## src/muldiv_params.svh

```systemverilog
// muldiv unit parameters

`ifndef MULDIV_PARAMS_SVH
`define MULDIV_PARAMS_SVH

// transaction id width, shared by the whole unit
`define MULDIV_ID_W 5

// operand and result width
`define MULDIV_XLEN 32

////////////////////
// RISC-V opcode fields
////////////////////

// major opcode of register-register operations
`define MULDIV_OPCODE_OP 7'b0110011
// funct7 that marks the M extension
`define MULDIV_FUNCT7_M 7'b0000001

`endif

```

## src/muldiv_pkg.sv

```systemverilog
// muldiv shared types

`include "muldiv_params.svh"

package muldiv_pkg;

  // raw instruction word
  typedef logic [31:0] instr_t;

  // operand or result
  typedef logic [`MULDIV_XLEN-1:0] xlen_t;

  // transaction id
  typedef logic [`MULDIV_ID_W-1:0] trans_id_t;

  // operation selector, 0..3 multiply and 4..7 divide
  typedef logic [2:0] funct3_t;

  localparam funct3_t F3_MUL    = 3'd0;
  localparam funct3_t F3_MULH   = 3'd1;
  localparam funct3_t F3_MULHSU = 3'd2;
  localparam funct3_t F3_MULHU  = 3'd3;
  localparam funct3_t F3_DIV    = 3'd4;
  localparam funct3_t F3_DIVU   = 3'd5;
  localparam funct3_t F3_REM    = 3'd6;
  localparam funct3_t F3_REMU   = 3'd7;

  // serial divider FSM
  typedef enum logic [1:0] {
    DIV_IDLE,
    DIV_RUN,
    DIV_DONE
  } div_state_e;

endpackage

```

## src/muldiv_decode.sv

```systemverilog
// muldiv request decoder

`timescale 1ns/1ps
`include "muldiv_params.svh"

module muldiv_decode
  import muldiv_pkg::*;
(
  input  instr_t  req_instr_i,
  input  logic    req_valid_i,
  input  logic    mul_ready_i,
  input  logic    div_ready_i,
  input  logic    err_ready_i,
  output logic    req_ready_o,
  output logic    mul_valid_o,
  output logic    div_valid_o,
  output logic    err_valid_o,
  output funct3_t funct3_o
);

  logic is_m_ext;
  logic is_div_grp;

  // M extension: OP opcode with funct7 0000001
  assign is_m_ext = (req_instr_i[6:0] == `MULDIV_OPCODE_OP) &&
                    (req_instr_i[31:25] == `MULDIV_FUNCT7_M);

  assign funct3_o   = req_instr_i[14:12];
  // funct3[2] splits multiply from divide
  assign is_div_grp = funct3_o[2];

  ////////////////////
  // request steering
  ////////////////////

  always_comb begin
    mul_valid_o = 1'b0;
    div_valid_o = 1'b0;
    err_valid_o = 1'b0;
    req_ready_o = 1'b0;
    if (is_m_ext && !is_div_grp) begin
      mul_valid_o = req_valid_i;
      req_ready_o = mul_ready_i;
    end else if (is_m_ext) begin
      div_valid_o = req_valid_i;
      req_ready_o = div_ready_i;
    end else begin
      // anything else goes to the error path
      err_valid_o = req_valid_i;
      req_ready_o = err_ready_i;
    end
  end

endmodule

```

## src/muldiv_mul.sv

```systemverilog
// pipelined multiplier

`timescale 1ns/1ps
`include "muldiv_params.svh"

module muldiv_mul
  import muldiv_pkg::*;
(
  input  logic      clk_i,
  input  logic      rst_ni,
  input  logic      valid_i,
  input  funct3_t   funct3_i,
  input  xlen_t     a_i,
  input  xlen_t     b_i,
  input  trans_id_t id_i,
  input  logic      ready_i,
  output logic      ready_o,
  output logic      valid_o,
  output xlen_t     result_o,
  output trans_id_t id_o
);

  localparam int XLEN = `MULDIV_XLEN;

  logic                       sign_a;
  logic                       sign_b;
  logic                       upper_d;
  logic                       upper_q;
  logic                       load;
  logic                       valid_q;
  logic signed [2*XLEN-1:0]   a_ext;
  logic signed [2*XLEN-1:0]   b_ext;
  logic signed [2*XLEN-1:0]   prod_d;
  logic        [2*XLEN-1:0]   prod_q;
  trans_id_t                  id_q;

  // sign selection per variant
  always_comb begin
    sign_a  = 1'b0;
    sign_b  = 1'b0;
    upper_d = 1'b1;
    unique case (funct3_i)
      F3_MULH: begin
        sign_a = 1'b1;
        sign_b = 1'b1;
      end
      F3_MULHSU: sign_a = 1'b1;
      F3_MULHU:  upper_d = 1'b1;
      // plain MUL keeps the low half
      F3_MUL:    upper_d = 1'b0;
      default:   upper_d = 1'b0;
    endcase
  end

  // operands extended signed or unsigned, product low 64 bits are exact
  assign a_ext  = {{XLEN{sign_a & a_i[XLEN-1]}}, a_i};
  assign b_ext  = {{XLEN{sign_b & b_i[XLEN-1]}}, b_i};
  assign prod_d = a_ext * b_ext;

  // new request may enter while the old result drains
  assign ready_o = ~valid_q | ready_i;
  assign load    = valid_i & ready_o;

  always_ff @(posedge clk_i or negedge rst_ni) begin
    if (!rst_ni) begin
      valid_q <= 1'b0;
    end else if (load) begin
      valid_q <= 1'b1;
    end else if (ready_i) begin
      valid_q <= 1'b0;
    end
  end

  ////////////////////
  // pipeline register
  ////////////////////

  always_ff @(posedge clk_i) begin
    if (load) begin
      prod_q  <= prod_d;
      upper_q <= upper_d;
      id_q    <= id_i;
    end
  end

  assign valid_o  = valid_q;
  assign id_o     = id_q;
  assign result_o = upper_q ? prod_q[2*XLEN-1:XLEN] : prod_q[XLEN-1:0];

endmodule

```

## src/muldiv_div.sv

```systemverilog
// serial divider

`timescale 1ns/1ps
`include "muldiv_params.svh"

module muldiv_div
  import muldiv_pkg::*;
(
  input  logic      clk_i,
  input  logic      rst_ni,
  input  logic      valid_i,
  input  funct3_t   funct3_i,
  input  xlen_t     a_i,
  input  xlen_t     b_i,
  input  trans_id_t id_i,
  input  logic      ready_i,
  output logic      ready_o,
  output logic      valid_o,
  output xlen_t     result_o,
  output trans_id_t id_o
);

  localparam int XLEN = `MULDIV_XLEN;
  localparam int CntW = $clog2(XLEN + 1);

  div_state_e      state_d;
  div_state_e      state_q;
  logic            signed_op;
  logic            rem_op;
  logic            a_neg;
  logic            b_neg;
  logic            b_zero;
  logic            early;
  logic            load;
  logic            r_ge;
  xlen_t           a_abs;
  xlen_t           b_abs;
  xlen_t           r_q;
  xlen_t           d_q;
  xlen_t           q_q;
  xlen_t           quo_fix;
  xlen_t           rem_fix;
  logic [CntW-1:0] lz_a;
  logic [CntW-1:0] lz_b;
  logic [CntW-1:0] shift;
  logic [CntW-1:0] cnt_q;
  logic            rem_sel_q;
  logic            neg_quo_q;
  logic            neg_rem_q;
  trans_id_t       id_q;

  // number of leading zeros, XLEN for a zero word
  function automatic logic [CntW-1:0] clz(input xlen_t v);
    logic [CntW-1:0] n;
    logic            found;
    n     = CntW'(XLEN);
    found = 1'b0;
    for (int i = XLEN - 1; i >= 0; i--) begin
      if (!found && v[i]) begin
        n     = CntW'(XLEN - 1 - i);
        found = 1'b1;
      end
    end
    return n;
  endfunction

  ////////////////////
  // operand alignment
  ////////////////////

  assign signed_op = (funct3_i == F3_DIV) || (funct3_i == F3_REM);
  assign rem_op    = (funct3_i == F3_REM) || (funct3_i == F3_REMU);
  assign a_neg     = signed_op & a_i[XLEN-1];
  assign b_neg     = signed_op & b_i[XLEN-1];
  assign a_abs     = a_neg ? -a_i : a_i;
  assign b_abs     = b_neg ? -b_i : b_i;
  assign b_zero    = (b_i == '0);
  assign lz_a      = clz(a_abs);
  assign lz_b      = clz(b_abs);
  // divisor has more significant bits than the dividend, quotient is 0
  assign early     = lz_b < lz_a;
  assign shift     = lz_b - lz_a;

  assign ready_o = (state_q == DIV_IDLE);
  assign valid_o = (state_q == DIV_DONE);
  assign load    = valid_i & ready_o;
  assign r_ge    = (r_q >= d_q);

  always_comb begin
    state_d = state_q;
    unique case (state_q)
      DIV_IDLE: begin
        if (valid_i) begin
          state_d = (b_zero || early) ? DIV_DONE : DIV_RUN;
        end
      end
      DIV_RUN:  if (cnt_q == '0) state_d = DIV_DONE;
      DIV_DONE: if (ready_i) state_d = DIV_IDLE;
      default:  state_d = DIV_IDLE;
    endcase
  end

  always_ff @(posedge clk_i or negedge rst_ni) begin
    if (!rst_ni) begin
      state_q <= DIV_IDLE;
      cnt_q   <= '0;
    end else begin
      state_q <= state_d;
      if (load) begin
        cnt_q <= shift;
      end else if (state_q == DIV_RUN && cnt_q != '0) begin
        cnt_q <= cnt_q - 1'b1;
      end
    end
  end

  ////////////////////
  // datapath
  ////////////////////

  always_ff @(posedge clk_i) begin
    if (load) begin
      id_q      <= id_i;
      rem_sel_q <= rem_op;
      neg_quo_q <= ~b_zero & (a_neg ^ b_neg);
      neg_rem_q <= a_neg;
      r_q       <= a_abs;
      d_q       <= b_abs << shift;
      // divide by zero answers all ones
      q_q       <= b_zero ? '1 : '0;
    end else if (state_q == DIV_RUN) begin
      // one quotient bit per cycle
      if (r_ge) begin
        r_q <= r_q - d_q;
      end
      q_q <= {q_q[XLEN-2:0], r_ge};
      d_q <= d_q >> 1;
    end
  end

  // quotient truncates toward zero, remainder follows the dividend sign
  assign quo_fix  = neg_quo_q ? -q_q : q_q;
  assign rem_fix  = neg_rem_q ? -r_q : r_q;
  assign result_o = rem_sel_q ? rem_fix : quo_fix;
  assign id_o     = id_q;

endmodule

```

## src/muldiv_result.sv

```systemverilog
// muldiv result arbiter

`timescale 1ns/1ps

module muldiv_result
  import muldiv_pkg::*;
(
  input  logic      clk_i,
  input  logic      rst_ni,
  input  logic      mul_valid_i,
  input  xlen_t     mul_result_i,
  input  trans_id_t mul_id_i,
  input  logic      div_valid_i,
  input  xlen_t     div_result_i,
  input  trans_id_t div_id_i,
  input  logic      err_valid_i,
  input  trans_id_t req_id_i,
  input  logic      rsp_ready_i,
  output logic      mul_ready_o,
  output logic      div_ready_o,
  output logic      err_ready_o,
  output xlen_t     rsp_data_o,
  output trans_id_t rsp_id_o,
  output logic      rsp_error_o,
  output logic      rsp_valid_o
);

  logic       err_valid_q;
  trans_id_t  err_id_q;
  logic       err_take;
  logic       err_fire;
  logic [2:0] src_valid;
  logic [1:0] grant;
  logic [1:0] grant_q;
  logic [1:0] last_q;
  logic [1:0] cand_1;
  logic [1:0] cand_2;
  logic       lock_q;

  function automatic logic [1:0] next_src(input logic [1:0] idx);
    return (idx == 2'd2) ? 2'd0 : idx + 2'd1;
  endfunction

  // error entry, drains and refills in one cycle
  assign err_fire    = err_take & err_valid_q;
  assign err_ready_o = ~err_valid_q | err_fire;

  always_ff @(posedge clk_i or negedge rst_ni) begin
    if (!rst_ni) begin
      err_valid_q <= 1'b0;
    end else if (err_valid_i && err_ready_o) begin
      err_valid_q <= 1'b1;
    end else if (err_fire) begin
      err_valid_q <= 1'b0;
    end
  end

  always_ff @(posedge clk_i) begin
    if (err_valid_i && err_ready_o) begin
      err_id_q <= req_id_i;
    end
  end

  ////////////////////
  // round-robin grant
  ////////////////////

  // source 0 mul, 1 div, 2 error
  assign src_valid = {err_valid_q, div_valid_i, mul_valid_i};
  assign cand_1    = next_src(last_q);
  assign cand_2    = next_src(cand_1);

  always_comb begin
    if (lock_q) begin
      grant = grant_q;
    end else if (src_valid[cand_1]) begin
      grant = cand_1;
    end else if (src_valid[cand_2]) begin
      grant = cand_2;
    end else begin
      grant = last_q;
    end
  end

  always_comb begin
    rsp_valid_o = 1'b0;
    rsp_data_o  = '0;
    rsp_id_o    = '0;
    rsp_error_o = 1'b0;
    mul_ready_o = 1'b0;
    div_ready_o = 1'b0;
    err_take    = 1'b0;
    unique case (grant)
      2'd0: begin
        rsp_valid_o = mul_valid_i;
        rsp_data_o  = mul_result_i;
        rsp_id_o    = mul_id_i;
        mul_ready_o = rsp_ready_i;
      end
      2'd1: begin
        rsp_valid_o = div_valid_i;
        rsp_data_o  = div_result_i;
        rsp_id_o    = div_id_i;
        div_ready_o = rsp_ready_i;
      end
      default: begin
        // illegal instruction reply, data stays 0
        rsp_valid_o = err_valid_q;
        rsp_id_o    = err_id_q;
        rsp_error_o = 1'b1;
        err_take    = rsp_ready_i;
      end
    endcase
  end

  // grant is frozen while a response is stalled
  always_ff @(posedge clk_i or negedge rst_ni) begin
    if (!rst_ni) begin
      lock_q  <= 1'b0;
      grant_q <= 2'd0;
      last_q  <= 2'd2;
    end else if (rsp_valid_o && rsp_ready_i) begin
      lock_q <= 1'b0;
      last_q <= grant;
    end else if (rsp_valid_o) begin
      lock_q  <= 1'b1;
      grant_q <= grant;
    end
  end

endmodule

```

## src/muldiv_unit.sv

```systemverilog
// shared M-extension unit

`timescale 1ns/1ps

module muldiv_unit
  import muldiv_pkg::*;
(
  input  logic      clk_i,
  input  logic      rst_ni,
  // request port
  input  instr_t    req_instr_i,
  input  xlen_t     req_a_i,
  input  xlen_t     req_b_i,
  input  trans_id_t req_id_i,
  input  logic      req_valid_i,
  output logic      req_ready_o,
  // response port
  output xlen_t     rsp_data_o,
  output trans_id_t rsp_id_o,
  output logic      rsp_error_o,
  output logic      rsp_valid_o,
  input  logic      rsp_ready_i
);

  // decode to execute handshakes
  logic      mul_in_valid;
  logic      mul_in_ready;
  logic      div_in_valid;
  logic      div_in_ready;
  logic      err_in_valid;
  logic      err_in_ready;
  funct3_t   funct3;

  // execute to result stage
  logic      mul_out_valid;
  logic      mul_out_ready;
  xlen_t     mul_out_result;
  trans_id_t mul_out_id;
  logic      div_out_valid;
  logic      div_out_ready;
  xlen_t     div_out_result;
  trans_id_t div_out_id;

  muldiv_decode u_decode (
    .req_instr_i (req_instr_i),
    .req_valid_i (req_valid_i),
    .mul_ready_i (mul_in_ready),
    .div_ready_i (div_in_ready),
    .err_ready_i (err_in_ready),
    .req_ready_o (req_ready_o),
    .mul_valid_o (mul_in_valid),
    .div_valid_o (div_in_valid),
    .err_valid_o (err_in_valid),
    .funct3_o    (funct3)
  );

  muldiv_mul u_mul (
    .clk_i    (clk_i),
    .rst_ni   (rst_ni),
    .valid_i  (mul_in_valid),
    .funct3_i (funct3),
    .a_i      (req_a_i),
    .b_i      (req_b_i),
    .id_i     (req_id_i),
    .ready_i  (mul_out_ready),
    .ready_o  (mul_in_ready),
    .valid_o  (mul_out_valid),
    .result_o (mul_out_result),
    .id_o     (mul_out_id)
  );

  muldiv_div u_div (
    .clk_i    (clk_i),
    .rst_ni   (rst_ni),
    .valid_i  (div_in_valid),
    .funct3_i (funct3),
    .a_i      (req_a_i),
    .b_i      (req_b_i),
    .id_i     (req_id_i),
    .ready_i  (div_out_ready),
    .ready_o  (div_in_ready),
    .valid_o  (div_out_valid),
    .result_o (div_out_result),
    .id_o     (div_out_id)
  );

  muldiv_result u_result (
    .clk_i        (clk_i),
    .rst_ni       (rst_ni),
    .mul_valid_i  (mul_out_valid),
    .mul_result_i (mul_out_result),
    .mul_id_i     (mul_out_id),
    .div_valid_i  (div_out_valid),
    .div_result_i (div_out_result),
    .div_id_i     (div_out_id),
    .err_valid_i  (err_in_valid),
    .req_id_i     (req_id_i),
    .rsp_ready_i  (rsp_ready_i),
    .mul_ready_o  (mul_out_ready),
    .div_ready_o  (div_out_ready),
    .err_ready_o  (err_in_ready),
    .rsp_data_o   (rsp_data_o),
    .rsp_id_o     (rsp_id_o),
    .rsp_error_o  (rsp_error_o),
    .rsp_valid_o  (rsp_valid_o)
  );

endmodule

```

## config.mk

```make
export PLATFORM = sky130hd
export DESIGN_NAME = muldiv_unit
export DESIGN_NICKNAME = d
export VERILOG_FILES = /design/src/muldiv_pkg.sv /design/src/muldiv_decode.sv /design/src/muldiv_mul.sv /design/src/muldiv_div.sv /design/src/muldiv_result.sv /design/src/muldiv_unit.sv
export VERILOG_INCLUDE_DIRS = /design/src
export SDC_FILE = /design/constraint.sdc
export NUM_CORES = 2
export LEC_CHECK = 0
export ABC_AREA = 1
export BUFFER_PORTS_ARGS = -buffer_cell sky130_fd_sc_hd__buf_2
export CAP_MARGIN = 20
export CORE_MARGIN = 2
export CORE_UTILIZATION = 55
export DETAILED_ROUTE_END_ITERATION = 6
export PLACE_DENSITY = 0.79
export SLEW_MARGIN = 10
export SYNTH_ARGS = -nofsm -noshare
export SYNTH_HDL_FRONTEND = slang
export SYNTH_SLANG_ARGS = --single-unit
```

## constraint.sdc

```tcl
create_clock -name clk_i -period 11.5 [get_ports clk_i]
set_clock_uncertainty 0.05 [all_clocks]
set_input_delay 0.575 -clock clk_i [delete_from_list [all_inputs] [get_ports clk_i]]
set_output_delay 0.575 -clock clk_i [all_outputs]
set_load 0.01 [all_outputs]
```

==> impl_metrics.ini <==
[critical_path]
critical_path_required_ps = 11670
critical_path.startpoint = req_instr_i[14]
arrival_ps = 9800
worst-path-max-fanout = 15
start_kind = input pin
worstReg2RegStart = u_div.r_q[0]
critical_path_sink_type = register
timing_worst_setup_path_type = in -> reg

[yosys]
postSynth.asyncResetShare = 0.0773
synth_instances = 6587
synth_fp_nets = 8075
synth.ff_latch_count = 194
synth_top_area_cell = sky130_fd_sc_hd__fa_1
synth_compound_gate_area_share = 0.0665
syn_area_mm2 = 0.0538
yosys_warnings = 0
post_synth_edffs = 179
post_synth_mux_area_share = 0.00728
synth-adder-area-share = 0.479
syn_avg_cell_area_um2 = 8.17
synthTopCellsByArea = sky130_fd_sc_hd__fa_1 42%, sky130_fd_sc_hd__inv_1 11%, sky130_fd_sc_hd__nand2_1 11%
synth_top_family_by_area = adder cells
parity_gate_share_of_the_synthesized_area_counting_xor_and_xnor_cells = 0.0263
post_synth_and_or_nand_nor_area_fraction = 0.173
synth_sequential_area_ratio = 0.107
ys_types = 71
synth_top_area_share = 0.419
postSynth.topFlopCell = sky130_fd_sc_hd__edfxtp_1

[detailed_routing]
drt_pass1_iterations = 6
detail_route.wl_per_cell_um = 21.3
route.vias.total = 44400
postRouteWirelength_um = 166000
final_antenna_net_count = 0
detail_route.vias_per_cell = 5.72
first_iter_violations = 4413
detail_route.drc_violations = 0

[global_route]
initial_antenna_violation_count = 9
globalRouteOverflowTotal = 0
grt_pass1_vias = 46500
grtUsageTotal = 0.341
global_route_wire_length_before_repair_um = 260000
grt_start_max_net_pins = 72

[timing]
finalSetupViolCount = 0
grt_setup_unrepaired = no
post_route_fraction_of_the_period_consumed_by_the_critical_path = 0.837
slew-limit-headroom = 0.135
hold_ws_ps = 268
max_freq_mhz = 104
max_slew.worst_pin.slew_ps = 1280
final_period_minus_worst_setup_slack_ps = 9630
report.final.hold_viol_count = 0
drv_slew = 0
timing.setup.tns_ps = 0

[job]
max-cap-violations = 0

[final_layout]
drive_above_1_share = 0.0570
finalNetCount = 7963
areaGrowthSynthToFinish_pct = 3.60

[clock_tree]
cts_num_sinks = 194
htree_levels = 4
cts_inserted_buffers = 17
ctsLongestPathBuffers = 2
cts_root_buf = sky130_fd_sc_hd__clkbuf_16
tritoncts = built
post_cts.resized_instances = 0
worstSkewPairLatency_ps = 460
cts.clk_slew.worst_paths_ps = 80

[placed_design]
place.detailed.hpwl_um = 134000
routabilityCongestion = 1.03
number_of_buffers_added_on_ports = 129

[floorplanning]
placementRows = 114
area_enclosed_by_the_die_boundary_mm2 = 0.100
die-width_um = 317
num_io_pins = 145
initial_core_util = 0.555
core_outline_area_mm2 = 0.0969
die-height_um = 317

[hold_path]
worst_min_path_start = req_id_i[2]
hold_path_class = in -> reg

[run_status]
run_status = finished clean
==> cell type report <==
type	count	area (µm²)
clock buffers	17	425
flip-flops and latches	194	5750
multi-input cells	4425	40500
clock inverters	15	124
fillers	8577	41100
inverters	1635	6140
well taps	1276	1600
repair buffers	202	1200
diodes	3	7.51
==> layer usage <==
metal	share of wire	wire (µm)	up-vias	GRT usage
li1	-	-	19300	-
met1	0.37	61400	22000	0.437
met2	0.46	76900	2553	0.556
met3	0.10	17200	564	0.0620
met4	0.061	10200	10	0.177
met5	0.00037	61	-	0
==> worst max-delay path, cell delays in order <==
cell and delay (ps):
sky130_fd_sc_hd__buf_2 180, sky130_fd_sc_hd__inv_1 230, sky130_fd_sc_hd__nand3_1 340, sky130_fd_sc_hd__nand2_1 190
sky130_fd_sc_hd__nand2_1 550, sky130_fd_sc_hd__nor2_1 520, sky130_fd_sc_hd__fa_1 570, sky130_fd_sc_hd__fa_1 640
sky130_fd_sc_hd__fa_1 560, sky130_fd_sc_hd__inv_1 440, sky130_fd_sc_hd__fa_1 530, sky130_fd_sc_hd__fa_1 540
sky130_fd_sc_hd__fa_1 520, sky130_fd_sc_hd__fa_1 490, sky130_fd_sc_hd__inv_1 50, sky130_fd_sc_hd__fa_1 450
sky130_fd_sc_hd__ha_1 380, sky130_fd_sc_hd__a21oi_1 170, sky130_fd_sc_hd__inv_1 80, sky130_fd_sc_hd__a31oi_1 140
sky130_fd_sc_hd__o21ai_1 140, sky130_fd_sc_hd__a21boi_1 310, sky130_fd_sc_hd__inv_1 90, sky130_fd_sc_hd__a21oi_1 240
sky130_fd_sc_hd__o21ai_1 130, sky130_fd_sc_hd__a21boi_1 200, sky130_fd_sc_hd__o21ai_0 130, sky130_fd_sc_hd__xor2_1 370
==> flip-flops by register name, indices dropped and copies added, names as in the netlist <==
signal / flops
u_mul.id_o: 5
u_mul.upper_q: 1
u_result.lock_q: 1
u_mul.valid_o: 1
u_result.last_q: 2
u_div.id_o: 5
u_div.d_q: 32
u_div.neg_rem_q: 1
u_result.grant_q: 2
u_result.err_id_q: 5
u_mul.prod_q: 64
u_result.err_valid_q: 1
u_div.state_q: 2
u_div.neg_quo_q: 1
u_div.q_q: 32
u_div.rem_sel_q: 1
u_div.cnt_q: 6
u_div.r_q: 32
==> final timing paths <==
kind / end / slack, ps / depth (start not counted)
max in group asynchronous: u_result.last_q[1] / 10450 / 2
hold reg to reg: u_result.grant_q[1] / 450 / 2
setup / recovery: u_mul.prod_q[60] / 1870 / 28
hold / removal: u_mul.id_o[2] / 270 / 1
setup reg to reg: u_div.r_q[31] / 6730 / 22
min in group asynchronous: u_result.grant_q[0] / 650 / 2
==> cell usage after synthesis, types with 16 or more instances <==
cell type and instances:
sky130_fd_sc_hd__clkbuf_1 209, sky130_fd_sc_hd__inv_1 1603, sky130_fd_sc_hd__o22ai_1 27, sky130_fd_sc_hd__nor3_1 49, sky130_fd_sc_hd__xnor2_1 52, sky130_fd_sc_hd__nor2_2 24, sky130_fd_sc_hd__buf_2 47, sky130_fd_sc_hd__o21ai_0 305
sky130_fd_sc_hd__inv_2 20, sky130_fd_sc_hd__nand3b_1 17, sky130_fd_sc_hd__a31oi_1 33, sky130_fd_sc_hd__edfxtp_1 179, sky130_fd_sc_hd__nor2_4 18, sky130_fd_sc_hd__buf_6 16, sky130_fd_sc_hd__nand3_1 169, sky130_fd_sc_hd__mux2i_1 38
sky130_fd_sc_hd__o211ai_1 16, sky130_fd_sc_hd__fa_1 1127, sky130_fd_sc_hd__xor2_1 104, sky130_fd_sc_hd__nor4_1 16, sky130_fd_sc_hd__a21oi_1 180, sky130_fd_sc_hd__nor2_1 259, sky130_fd_sc_hd__nand2_1 1554, sky130_fd_sc_hd__ha_1 256
sky130_fd_sc_hd__nand4_1 30, sky130_fd_sc_hd__buf_1 58, sky130_fd_sc_hd__or2_2 16
==> placed cells by master, fill, tap and decap left out, types with 14 or more instances in the layout <==
cell,netlist,layout
sky130_fd_sc_hd__nor2_2,24,27
sky130_fd_sc_hd__o22ai_1,27,27
sky130_fd_sc_hd__fa_1,1127,1127
sky130_fd_sc_hd__inv_1,1603,1602
sky130_fd_sc_hd__dfrtp_1,14,14
sky130_fd_sc_hd__nor4_1,16,15
sky130_fd_sc_hd__nor2_4,18,19
sky130_fd_sc_hd__nor3_1,49,49
sky130_fd_sc_hd__edfxtp_1,179,179
sky130_fd_sc_hd__ha_1,256,256
sky130_fd_sc_hd__buf_4,3,72
sky130_fd_sc_hd__xnor2_1,52,52
sky130_fd_sc_hd__clkbuf_16,0,17
sky130_fd_sc_hd__a21oi_1,180,180
sky130_fd_sc_hd__mux2i_1,38,38
sky130_fd_sc_hd__a31oi_1,33,33
sky130_fd_sc_hd__nand3_1,169,169
sky130_fd_sc_hd__o21ai_0,305,305
sky130_fd_sc_hd__inv_2,20,21
sky130_fd_sc_hd__buf_2,47,129
sky130_fd_sc_hd__or2_2,16,16
sky130_fd_sc_hd__nor2_1,259,255
sky130_fd_sc_hd__nand4_1,30,30
sky130_fd_sc_hd__nand2_1,1554,1554
sky130_fd_sc_hd__o211ai_1,16,16
sky130_fd_sc_hd__nand3b_1,17,17
sky130_fd_sc_hd__xor2_1,104,103
==> kinds of logic after synthesis <==
group           Yosys count
simple gates           2200
buf+inv                1968
fa+ha+maj              1383
compound gates          644
flops                   194
xor+xnor                159
mux                      39
==> per-stage QoR <==
step	cell area, µm²	utilization	setup WS, ps	cells
finish	55700	0.575	1870	7767
global route	55700	0.575	1580	7767
CTS	55700	0.575	2100	7764
detailed placement	55200	0.570	1650	7731
global placement	55200	0.570	1720	7731
floorplan	53800	-	2030	6587
==> repair_timing <==
item	4_1_cts	5_1_grt
hold endpoints to repair	14	0
buffers inserted	0	0
hold buffers	1	0
Power is left out: the tool's default activity adds up to more than one toggle a clock period on the data nets, which glitch-free logic cannot reach.
